==> src/rtl/mem_map_pkg.sv <==
package mem_map_pkg;

    ////////////////////////////////////////
    // address layout
    ////////////////////////////////////////

    // word address from the CPU
    localparam int ADDR_W = 30;

    // top four address bits select the region
    localparam int REGION_HI = 29;
    localparam int REGION_LO = 26;
    localparam int RGN_W     = REGION_HI - REGION_LO + 1;

    // everything below VMEM_TAG is main memory
    localparam logic [RGN_W-1:0] VMEM_TAG     = 4'hc;
    localparam logic [RGN_W-1:0] TIMER_TAG    = 4'hd;
    localparam logic [RGN_W-1:0] KBD_TAG      = 4'he;
    localparam logic [RGN_W-1:0] UNMAPPED_TAG = 4'hf;

    // text buffer holds 2**CHAR_AW characters
    localparam int CHAR_AW = 6;

    typedef enum logic [2:0] {
        REGION_MAIN,
        REGION_VMEM,
        REGION_TIMER,
        REGION_KBD,
        REGION_UNMAPPED
    } region_t;

    function automatic region_t decode_region(input logic [ADDR_W-1:0] addr);
        region_t rgn;
        case (addr[REGION_HI:REGION_LO])
            VMEM_TAG:     rgn = REGION_VMEM;
            TIMER_TAG:    rgn = REGION_TIMER;
            KBD_TAG:      rgn = REGION_KBD;
            UNMAPPED_TAG: rgn = REGION_UNMAPPED;
            default:      rgn = REGION_MAIN;
        endcase
        return rgn;
    endfunction

endpackage
==> src/rtl/text_buffer.sv <==
`timescale 1ns/10ps

module text_buffer import mem_map_pkg::*; (
    input  logic               ui_clk,
    input  logic               char_we,
    input  logic [CHAR_AW-1:0] char_addr,
    input  logic [7:0]         char_data,
    input  logic [CHAR_AW-1:0] disp_addr,
    output logic [7:0]         disp_char
);

    localparam int DEPTH = 2 ** CHAR_AW;

    logic [7:0] chars [DEPTH];

    ////////////////////////////////////////
    // CPU write side
    ////////////////////////////////////////

    always_ff @(posedge ui_clk) begin
        if (char_we) begin
            chars[char_addr] <= char_data;
        end
    end

    // display read port with one cycle latency
    always_ff @(posedge ui_clk) begin
        disp_char <= chars[disp_addr];
    end

endmodule

==> config.mk <==
export PLATFORM = sky130hd
export DESIGN_NAME = text_buffer
export DESIGN_NICKNAME = d
export VERILOG_FILES = /design/src/rtl/mem_map_pkg.sv /design/src/rtl/text_buffer.sv
export SDC_FILE = /design/constraint.sdc
export NUM_CORES = 1
export LEC_CHECK = 0
export BUFFER_PORTS_ARGS = -buffer_cell sky130_fd_sc_hd__buf_4
export CAP_MARGIN = 5
export CORE_UTILIZATION = 56
export DETAILED_ROUTE_END_ITERATION = 7
export PLACE_DENSITY_LB_ADDON = 0.25
export SLEW_MARGIN = 20
export SYNTH_ARGS = -nofsm -noshare
export SYNTH_HDL_FRONTEND = slang
export SYNTH_SLANG_ARGS = --single-unit
==> constraint.sdc <==
create_clock -name ui_clk -period 2.4 [get_ports ui_clk]
set_clock_uncertainty 0.05 [all_clocks]
set_input_delay 0.24 -clock ui_clk [delete_from_list [all_inputs] [get_ports ui_clk]]
set_output_delay 0.24 -clock ui_clk [all_outputs]
set_load 0.05 [all_outputs]
==> flow_summary_export.csv <==
group,metric,value,unit
floorplan,ios,30,
synth,syn_area_per_cell,21.45,µm²
global_route,grt_use_total,0.2587,
power,p_sw,4.016,mW
timing,tightest_slew,0.7526,ns
synth,synth_flop_cell,"edfxtp_1",
global_route,antenna_found_initial,0,
route,totalWireLength,44.70,mm
synth,synth-edff-count,512,
floorplan,die_w,191.8,µm
power,power_frac_clock,0.410,
outcome,status,"completed",
worst_setup_path,critPathLaunchType,"flop",
route,vias_per_cell,6.293,
power,comb_power_share,0.056,
worst_setup_path,crit_fanout,1,
synth,synth_area_leader_cell,"edfxtp_1",
timing,period_share,0.8974,
synth,yosysSeqAreaShare,0.7703,
worst_hold_path,hold_class,"input port to flop",
synth,synthCells,940,
timing,fin_ws,0.2463,ns
global_route,overflow,0,
global_route,grt_max_degree,65,
cts,cts_max_path_buffers,3,
floorplan,start_util,0.5684,
route,drcViolationCount,0,
worst_setup_path,cp.arrival,2.55,ns
layout,seq_area,15530,µm²
timing,hold_violations,0,
route,vias,9981,
timing,setup_viol,0,
power,power.share.switching,0.2125,
synth,synth_compound_area_frac,0.02072,
synth,yosysUniqueCellTypes,40,
timing,min_period,2.154,ns
route,dr.pass1.iters,5,
power,ir_worst_vdd,0.6404,mV
synth,synth_nets,962,
power,p_seq_frac,0.534,
worst_setup_path,crit_path_start,"chars[29][6]$_DFFE_PP_",
worst_setup_path,rr_worst_depth,5,
cts,clock_sinks,520,
cts,clkSlewWorstSetupHoldPaths,0.06,ns
timing,fin_hold_ws,0.1239,ns
cts,cts_buffers,51,
timing,rsz0062_at_grt,"no",
synth,synthesis.area,20170,µm²
synth,synth_top_family_by_area,"multiplexers",
floorplan,core,35480,µm²
power,total_power,18.90,mW
synth,synth_top_area_frac,0.7624,
layout,fillers,2262,
worst_setup_path,cp.required,2.80,ns
timing,drv_slew,0,
worst_setup_path,path_class,"flop to flop",
cts,root_buffer,"clkbuf_16",
cts,cts_tree,"yes",
synth,synth.area.top_cells,"edfxtp_1, mux4_2, nor2_1",
synth,async_flop_share,0,
layout,diodes,0,
layout,drive_gt1_frac,0.3236,
power,power_density,812.6,nW/µm²
power,internal_power,14.88,mW
layout,multi_input_area,4315,µm²
worst_setup_path,r2r_end,"disp_char[6]$_DFF_P_",
worst_setup_path,r2r_slack,0.25,ns
placed_design,dp.cells,1494,
worst_setup_path,crit_end,"disp_char[6]$_DFF_P_",
synth,synth_xor_area_frac,0,
layout,final_cells,1586,
global_route,grt_pass1_vias,10353,
job,drv_cap,0,
power,p_leak,7.540,nW
timing,fmax,464.3,MHz
worst_setup_path,r2r_start,"chars[29][6]$_DFFE_PP_",
layout,area_growth,15.34,%
global_route,grt_first_pass_wirelength,67.05,mm
placed_design,dp_hpwl,27.12,mm
synth,synthSimpleGateAreaFrac,0.03388,
floorplan,die_area,36780,µm²
synth,muxShareOfSynthArea,0.1594,
placed_design,place_ws,-0.1607,ns
placed_design,port_buffers,29,
route,routedWlPerCell,28.18,µm
synth,synthAdderAreaFrac,0,
placed_design,place.gp.congestion,0.8332,
floorplan,rows,69,
worst_setup_path,cp-end-kind,"flop",
cts,htreeDepth,2,
layout,fin_nets,1109,
cts,clock_latency,0.58,ns
floorplan,die_h,191.8,µm
route,first_iter_violations,978,
synth,ys_warn_count,0,
cts,cts_setup_buffers,0,
timing,slew-limit-headroom,0.4982,
synth,synth_seq_cells,520,
route,antenna_left,0,
placed_design,placed_area,21640,µm²
layout,design_area,23260,µm²
[worst max-delay path, cell delays in order (launching register included)]
cell,delay (ns)
edfxtp_1,0.36
mux4_2,0.49
mux2_2,0.31
o221a_2,0.30
nor3_1,0.39
o32ai_1,0.14
[routing by layer]
metal	up-vias	global-route usage	routed length (µm)
met4	0	0.08700	1355
met5	-	0	0
met3	81	0.05664	3685
li1	4219	-	-
met1	5258	0.3652	17920
met2	423	0.4047	21740
[cell type report]
| class | instances | area share |
|---|---|---|
| timing repair buffer | 145 | 0.05256 |
| clock buffer | 53 | 0.05519 |
| multi-input combinational | 369 | 0.1855 |
| sequential | 520 | 0.6679 |
| clock inverter | 38 | 0.01404 |
| tap | 461 | 0.02480 |
[stage by stage]
step	TNS, ns	util
5_1_grt	0	0.6555
3_3_place_gp	-0.1656	0.6099
4_1_cts	0	0.6555
3_5_place_dp	-0.1821	0.6099
6_report	0	0.6555
2_1_floorplan	0	-
[Yosys cell counts, types with 11 or more instances]
master and instances:
clkbuf_1 17, nand2_1 19, mux4_2 126, nand3_1 13
nor2_1 83, buf_4 13, mux2i_1 23, buf_2 11
edfxtp_1 512, mux2_2 13, nor2b_1 14
[flip-flops by register name (all words and copies together), names as in the netlist]
name,flops
disp_char,8
chars,512
[power groups by stage]
stage          Sequential [mW]  Clock [mW]  Combinational [mW]
5_1_grt                   10.1        8.19                1.12
3_5_place_dp              10.3           0                1.06
2_1_floorplan             10.3           0               0.536
3_3_place_gp              10.3           0                1.04
6_report                  10.1        7.76                1.06
4_1_cts                   10.1        7.87                1.06
[logic make-up after synthesis]
family,count (synthesis)
buffers and inverters,51
AO/OA/AOI/OAI,54
flip-flops,520
AND/OR/NAND/NOR,153
multiplexers,162
[placed cells by master, fill, tap and decap left out, types with 4 or more instances in the layout]
cell / count
a221oi_1: 6
nor3_1: 7
dfxtp_1: 8
nor2b_1: 14
buf_4: 133
nand2b_1: 7
clkbuf_16: 51
mux2_2: 13
nand3_1: 13
nand2_1: 19
clkinv_1: 10
bufinv_16: 5
o22ai_1: 8
edfxtp_1: 512
nor2_1: 83
mux2i_1: 23
clkinv_2: 16
buf_12: 10
mux4_2: 126
a211oi_1: 4
clkinv_4: 4
o221ai_1: 8
[worst min path at each step]
stage                            start                     end  slack (ns)  cells after the start
after floorplan           char_data[0]   chars[0][0]$_DFFE_PP_        0.29                      0
after global placement    disp_addr[5]    disp_char[0]$_DFF_P_        0.57                      3
after detailed placement  disp_addr[5]    disp_char[1]$_DFF_P_        0.58                      3
after CTS                 char_addr[1]  chars[50][1]$_DFFE_PP_        0.09                      3
after global routing      char_addr[1]  chars[50][0]$_DFFE_PP_        0.13                      3
final                     char_addr[1]  chars[50][1]$_DFFE_PP_        0.12                      3
[what timing repair did]
action                    4_1_cts  5_1_grt
resized for setup               0        0
hold endpoints to repair        7        0
hold buffers                    1        0
Note: power is estimated with default switching activity, not from simulation.
