`src/rtl/bus_pkg.sv`:
```
package bus_pkg;

    ////////////////////////////////////////
    // CPU side
    ////////////////////////////////////////

    localparam int DATA_W = 32;

    // one enable bit per byte of DATA_W
    localparam int BE_W = DATA_W / 8;

    ////////////////////////////////////////
    // bank side
    ////////////////////////////////////////

    // wider than any bank in use, banks keep the low bits only
    localparam int BANK_IDX_W = 16;

    // banks store full CPU words
    localparam int BANK_BE_W = BE_W;

    typedef struct packed {
        logic                  write;
        logic [BANK_IDX_W-1:0] idx;
        logic [DATA_W-1:0]     data;
        logic [BANK_BE_W-1:0]  be;
    } bank_req_t;

endpackage

```
`src/rtl/bank_if.sv`:
```
`timescale 1ns/10ps

// credit based request/response link between router, bank and merger
interface bank_if import bus_pkg::*; ();

    // request path from router to bank
    logic              req_valid;
    bank_req_t         req;

    // one pulse per retired queue entry
    logic              credit;

    // read data back from the bank
    logic              rsp_valid;
    logic [DATA_W-1:0] rsp_data;

    modport src (
        output req_valid,
        output req,
        input  credit
    );

    modport bank (
        input  req_valid,
        input  req,
        output credit,
        output rsp_valid,
        output rsp_data
    );

    modport sink (
        input  rsp_valid,
        input  rsp_data
    );

endinterface

```
`src/rtl/mem_bank.sv`:
```
`timescale 1ns/10ps

module mem_bank import bus_pkg::*; #(
    parameter int BANK_WORDS   = 64,
    parameter int BANK_CREDITS = 2
) (
    input  logic ui_clk,
    input  logic rst_n,
    bank_if.bank bus
);

    localparam int PTR_W  = (BANK_CREDITS > 1) ? $clog2(BANK_CREDITS) : 1;
    localparam int CNT_W  = $clog2(BANK_CREDITS + 1);
    localparam int WORD_W = (BANK_WORDS > 1) ? $clog2(BANK_WORDS) : 1;

    bank_req_t         q_mem [BANK_CREDITS];
    logic [PTR_W-1:0]  wr_ptr;
    logic [PTR_W-1:0]  rd_ptr;
    logic [CNT_W-1:0]  count;
    logic              retire;
    bank_req_t         head;
    logic [WORD_W-1:0] word_sel;
    logic [DATA_W-1:0] mem [BANK_WORDS];

    function automatic logic [PTR_W-1:0] next_ptr(input logic [PTR_W-1:0] ptr);
        if (ptr == PTR_W'(BANK_CREDITS - 1)) begin
            return '0;
        end
        return ptr + 1'b1;
    endfunction

    ////////////////////////////////////////
    // request queue
    ////////////////////////////////////////

    always_ff @(posedge ui_clk) begin
        if (bus.req_valid) begin
            q_mem[wr_ptr] <= bus.req;
        end
    end

    always_ff @(posedge ui_clk) begin
        if (!rst_n) begin
            wr_ptr <= '0;
            rd_ptr <= '0;
            count  <= '0;
        end else begin
            if (bus.req_valid) begin
                wr_ptr <= next_ptr(wr_ptr);
            end
            if (retire) begin
                rd_ptr <= next_ptr(rd_ptr);
            end
            count <= count + CNT_W'(bus.req_valid) - CNT_W'(retire);
        end
    end

    // head entry retires every cycle the queue is not empty
    assign retire     = (count != '0);
    assign head       = q_mem[rd_ptr];
    assign word_sel   = WORD_W'(head.idx % BANK_WORDS);
    assign bus.credit = retire;

    ////////////////////////////////////////
    // word storage
    ////////////////////////////////////////

    always_ff @(posedge ui_clk) begin
        if (retire && head.write) begin
            for (int i = 0; i < BANK_BE_W; i++) begin
                if (head.be[i]) begin
                    mem[word_sel][8*i +: 8] <= head.data[8*i +: 8];
                end
            end
        end
    end

    always_ff @(posedge ui_clk) begin
        if (retire && !head.write) begin
            bus.rsp_data <= mem[word_sel];
        end
    end

    always_ff @(posedge ui_clk) begin
        if (!rst_n) begin
            bus.rsp_valid <= 1'b0;
        end else begin
            bus.rsp_valid <= retire && !head.write;
        end
    end

    // router credits must keep the queue from overflowing
    a_no_overflow: assert property (@(posedge ui_clk) disable iff (!rst_n)
        bus.req_valid |-> (count < CNT_W'(BANK_CREDITS)));

endmodule

```
`src/flat_wrapper.sv`:
```
// flat-port wrapper written by rule: the top's interface ports become plain ports
module mem_bank_flat import bus_pkg::*;
#(
    parameter int BANK_WORDS   = 64,
    parameter int BANK_CREDITS = 2
)
  (ui_clk, rst_n, bus_req_valid, bus_req, bus_credit, bus_rsp_valid, bus_rsp_data);
  bank_if bus_i ();
  input  logic ui_clk;
  input  logic rst_n;
  input wire logic [$bits(bus_i.req_valid)-1:0] bus_req_valid;
  input wire logic [$bits(bus_i.req)-1:0] bus_req;
  output wire logic [$bits(bus_i.credit)-1:0] bus_credit;
  output wire logic [$bits(bus_i.rsp_valid)-1:0] bus_rsp_valid;
  output wire logic [$bits(bus_i.rsp_data)-1:0] bus_rsp_data;
  assign bus_i.req_valid = bus_req_valid;
  assign bus_i.req = bus_req;
  assign bus_credit = bus_i.credit;
  assign bus_rsp_valid = bus_i.rsp_valid;
  assign bus_rsp_data = bus_i.rsp_data;
  mem_bank #(.BANK_WORDS(BANK_WORDS), .BANK_CREDITS(BANK_CREDITS)) u_core (.ui_clk(ui_clk), .rst_n(rst_n), .bus(bus_i));
endmodule
```
`config.mk`:
```
export PLATFORM = sky130hd
export DESIGN_NAME = mem_bank_flat
export DESIGN_NICKNAME = d
export VERILOG_FILES = /design/src/rtl/bus_pkg.sv /design/src/rtl/bank_if.sv /design/src/rtl/mem_bank.sv /design/src/flat_wrapper.sv
export SDC_FILE = /design/constraint.sdc
export NUM_CORES = 2
export LEC_CHECK = 0
export ABC_AREA = 0
export BUFFER_PORTS_ARGS = -buffer_cell sky130_fd_sc_hd__buf_2
export CELL_PAD_IN_SITES_DETAIL_PLACEMENT = 2
export CELL_PAD_IN_SITES_GLOBAL_PLACEMENT = 2
export CORE_MARGIN = 4
export CORE_UTILIZATION = 51
export CTS_CLUSTER_DIAMETER = 200
export CTS_CLUSTER_SIZE = 40
export DETAILED_ROUTE_END_ITERATION = 6
export GPL_TIMING_DRIVEN = 0
export PLACE_DENSITY_LB_ADDON = 0.1
export SLEW_MARGIN = 20
export SYNTH_ARGS = -nofsm -noshare
export SYNTH_HDL_FRONTEND = slang
export SYNTH_SLANG_ARGS = --single-unit
```
`constraint.sdc`:
```
create_clock -name ui_clk -period 8.2 [get_ports ui_clk]
set_clock_uncertainty 0.15 [all_clocks]
set_input_delay 0.41 -clock ui_clk [delete_from_list [all_inputs] [get_ports ui_clk]]
set_output_delay 0.41 -clock ui_clk [all_outputs]
set_load 0.1 [all_outputs]
```
==> results of run 1 <==
==> Yosys cell counts, types with 7 or more instances <==
cell       number
a22o_1         83
nand2_1        50
a222oi_1       11
mux2i_1        14
and4_1        184
edfxtp_1     2166
buf_4          12
nand3_1        28
buf_6           7
a21oi_1        26
nor2_1         16
buf_2          76
o21ai_0       736
a31o_2         31
a31oi_1       168
o31ai_1        26
nand4_1        31
a2bb2oi_1      10
clkbuf_1      297
mux2_2         38
or2_1           7
buf_1          24
nor3_1        256
a221oi_1       31
and2_1          9
nor4_1         32
a22oi_1       512
==> stage by stage <==
step              std cells  hold WS [ns]  area (µm²)  setup slack [ns]
global placement       7150         0.418       85100              2.01
floorplan              4925         0.359       82000              5.17
==> logic make-up after synthesis <==
family	synth area share
compound gates	0.127
xor+xnor	0.000214
fa+ha+maj	0.000153
buf+inv	0.0216
flops	0.795
mux	0.00693
simple gates	0.0488
==> results.json, run 1 <==
{
  "synth_seq_cells": 2172,
  "start_util": 0.515,
  "gp_congestion": 0.998,
  "syn-num-nets": 4982,
  "die_w_um": 409,
  "synth_warnings": 0,
  "fp.dieH_um": 409,
  "synth_area_um2": 82000,
  "synthCells": 4925,
  "synth.area.top_cells": "edfxtp_1, a22oi_1, o21ai_0",
  "synth_ff_type": "edfxtp_1",
  "yosys.area.top_type": "edfxtp_1",
  "haltStage": "detailed placement (3_5_place_dp)",
  "rows": 146,
  "stop_error": "[ERROR DPL-0033] detailed placement checks failed during check placement.",
  "synth.distinct_cells": 51,
  "dp_hpwl_um": 278000,
  "async_flop_share": 0,
  "io_pins": 90,
  "status": "stopped before the end",
  "synth_edf_count": 2166,
  "yosysSeqAreaShare": 0.795,
  "synth.avg_cell_area_um2": 16.6,
  "synth_top_area_share": 0.793,
  "io_buffers": 79
}
==> run 2, diff against run 1 <==
CELL_PAD_IN_SITES_DETAIL_PLACEMENT = not set   (was 2)
CELL_PAD_IN_SITES_GLOBAL_PLACEMENT = not set   (was 2)
CORE_UTILIZATION = 40   (was 51)
CTS_CLUSTER_DIAMETER = not set   (was 200)
CTS_CLUSTER_SIZE = not set   (was 40)
PLACE_DENSITY_LB_ADDON = 0.15   (was 0.1)
==> run 2 against run 1 <==
The flow now finishes, with violations (design-rule violations). Area after synthesis unchanged. Synthesized cell count is the same.
==> results.json, run 2 <==
{
  "syn-num-nets": 4982,
  "top_regs": "u_core.mem: 2048 flops, u_core.q_mem: 86 flops, u_core.bus.rsp_data: 32 flops",
  "io_buffers": 79,
  "synth_edf_count": 2166,
  "fp.dieH_um": 461,
  "synth_top_area_share": 0.793,
  "cts-buffers-inserted": 219,
  "clkPwrFrac": 0.407,
  "grt_pass1_vias": 50800,
  "firstDrtPassIters": 7,
  "power.total_mw": 24.3,
  "hold_viol": 0,
  "io_pins": 90,
  "largest_reg_flops": 2048,
  "hold_buffers": 46,
  "yosys.area.top_type": "edfxtp_1",
  "dp_hpwl_um": 223000,
  "cts_tree": "built",
  "synth.distinct_cells": 51,
  "gp_congestion": 0.950,
  "wl_per_cell_um": 38.6,
  "die_w_um": 461,
  "yosysSeqAreaShare": 0.795,
  "drive_gt1_frac": 0.182,
  "async_flop_share": 0,
  "antenna_found_initial": 31,
  "p_int_mw": 18.4,
  "instances_no_fill": 8296,
  "mostFrequentLayoutCell": "edfxtp_1",
  "coreArea_um2": 203000,
  "setup_viol": 0,
  "fmax_mhz": 191,
  "grt_first_pass_wirelength_um": 429000,
  "synth_seq_cells": 2172,
  "die_area_um2": 212000,
  "pwr-share-comb": 0.082,
  "vias_per_cell": 6.48,
  "finalSetupTns_ns": 0,
  "wirelength_um": 320000,
  "dp.cells": 7838,
  "fin_crit_sh": 0.637,
  "cts.sinks": 2172,
  "end_kind": "flip-flop",
  "status": "complete, but fails checks",
  "p_seq_frac": 0.511,
  "crit_path_start_kind": "flip-flop",
  "cts-resized-gates": 0,
  "ir_worst_vdd_mv": 0.232,
  "drc": 1,
  "drtIter0Drc": 9374,
  "drv_cap": 0,
  "nFillCells": 17300,
  "netSwitchingFraction": 0.242,
  "cellLeakagePower_nw": 28.7,
  "post-route-util": 0.475,
  "violations": "design-rule violations",
  "start_util": 0.404,
  "yosysMostFrequentCell": "edfxtp_1",
  "post_cts.repair.setup_buffers": 0,
  "ctsHtreeMaxLevel": 4,
  "rows": 165,
  "synth_ff_type": "edfxtp_1",
  "final_max_slew_viol_count": 0,
  "synthCells": 4925,
  "crit_type": "reg2reg",
  "cts_buffer_depth": 3,
  "cts-root-buf": "clkbuf_16",
  "synth.avg_cell_area_um2": 16.6,
  "grt_overflow": 0,
  "postPlaceCellArea_um2": 88900,
  "synth.area.top_cells": "edfxtp_1, a22oi_1, o21ai_0",
  "grt_max_degree": 65,
  "top_register": "u_core.mem",
  "setup_ws_ns": 2.97,
  "tightest_slew_ns": 1.29,
  "crit_path_max_fanout": 10,
  "min_period_ns": 5.23,
  "worstPathArrival_ns": 5.64,
  "p_per_area_nw_per_um2": 252,
  "slew_headroom": 0.141,
  "worst_hold_slack_ns": 0.120,
  "min_path_type": "in2reg",
  "clk_pin_slew_ns": 0.06,
  "synth_area_um2": 82000,
  "clk-insertion-delay-late_ns": 0.87,
  "rsz0062_at_grt": "no",
  "routed-via-count": 53800,
  "required_ns": 8.61,
  "ant_nets": 0,
  "area_growth_pct": 17.5,
  "synth_warnings": 0,
  "netlist_top_cells_count": "edfxtp_1, o21ai_0, a22oi_1",
  "p_switching_mw": 5.89,
  "grt_use_total": 0.296,
  "pre_cts_ws_ns": 3.09,
  "most-common-layout-cells": "edfxtp_1, o21ai_0, a22oi_1",
  "finalNetCount": 5491,
  "fin_area_um2": 96400
}
## run 2: cell counts after synthesis
Identical to the previous run, type by type.
## run 2: power by group through the flow
stage	Combinational [mW]	Sequential, mW	Clock, mW
finish	1.99	12.4	9.90
global route	2.00	12.4	10.4
global placement	1.78	12.7	0
floorplan	0.763	12.7	0
detailed placement	1.90	12.7	0
CTS	1.92	12.4	9.95
## run 2: final cells by class
| class | count | area [µm²] | area share |
|---|---|---|---|
| diodes | 15 | 37.5 | 0.000390 |
| plain buffers | 416 | 1830 | 0.0190 |
| clock buffers | 294 | 6020 | 0.0624 |
| clock inverters | 102 | 917 | 0.00952 |
| inverters | 5 | 18.8 | 0.000195 |
| multi-input cells | 2332 | 16500 | 0.171 |
| flip-flops and latches | 2172 | 65200 | 0.676 |
| well taps | 2672 | 3340 | 0.0347 |
| repair buffers | 288 | 2530 | 0.0263 |
## run 2: final timing paths
path	slack (ns)	end	startpoint	depth (start not counted)
worst max-delay path	2.97	u_core.mem[10][19]	u_core.q_mem[0][36]	8
worst min-delay path	0.12	u_core.q_mem[1][15]	bus_req[15]	2
worst max register to register	2.97	u_core.mem[10][19]	u_core.q_mem[0][36]	8
worst min register to register	0.45	u_core.rd_ptr	u_core.rd_ptr	2
## run 2: per-layer routing
layer,vias up,part of all wire,global-route usage
li1,21400,-,-
met3,774,0.12,0.0860
met5,-,0.000031,0
met1,27800,0.39,0.404
met2,3806,0.43,0.430
met4,2,0.064,0.158
## run 2: cells by family (layout without fill, tap and decap cells)
group	after synthesis	count (layout)	share of synthesized area
xor+xnor	2	2	0.000214
compound gates	1643	1643	0.127
mux	52	52	0.00693
flops	2172	2172	0.795
buf+inv	421	1105	0.0216
fa+ha+maj	1	1	0.000153
other cells	0	15	0
simple gates	634	634	0.0488
## run 2: worst max-delay path: stages, from the launching register on
cell and delay [ns]:
edfxtp_1 0.36, buf_2 0.20, nor4b_2 0.72, buf_2 0.59, clkbuf_1 0.52, nor2_1 0.42, clkbuf_2 0.66, nor3_2 0.88
buf_4 0.33
No activity file was read; power rests on OpenSTA's default activity.
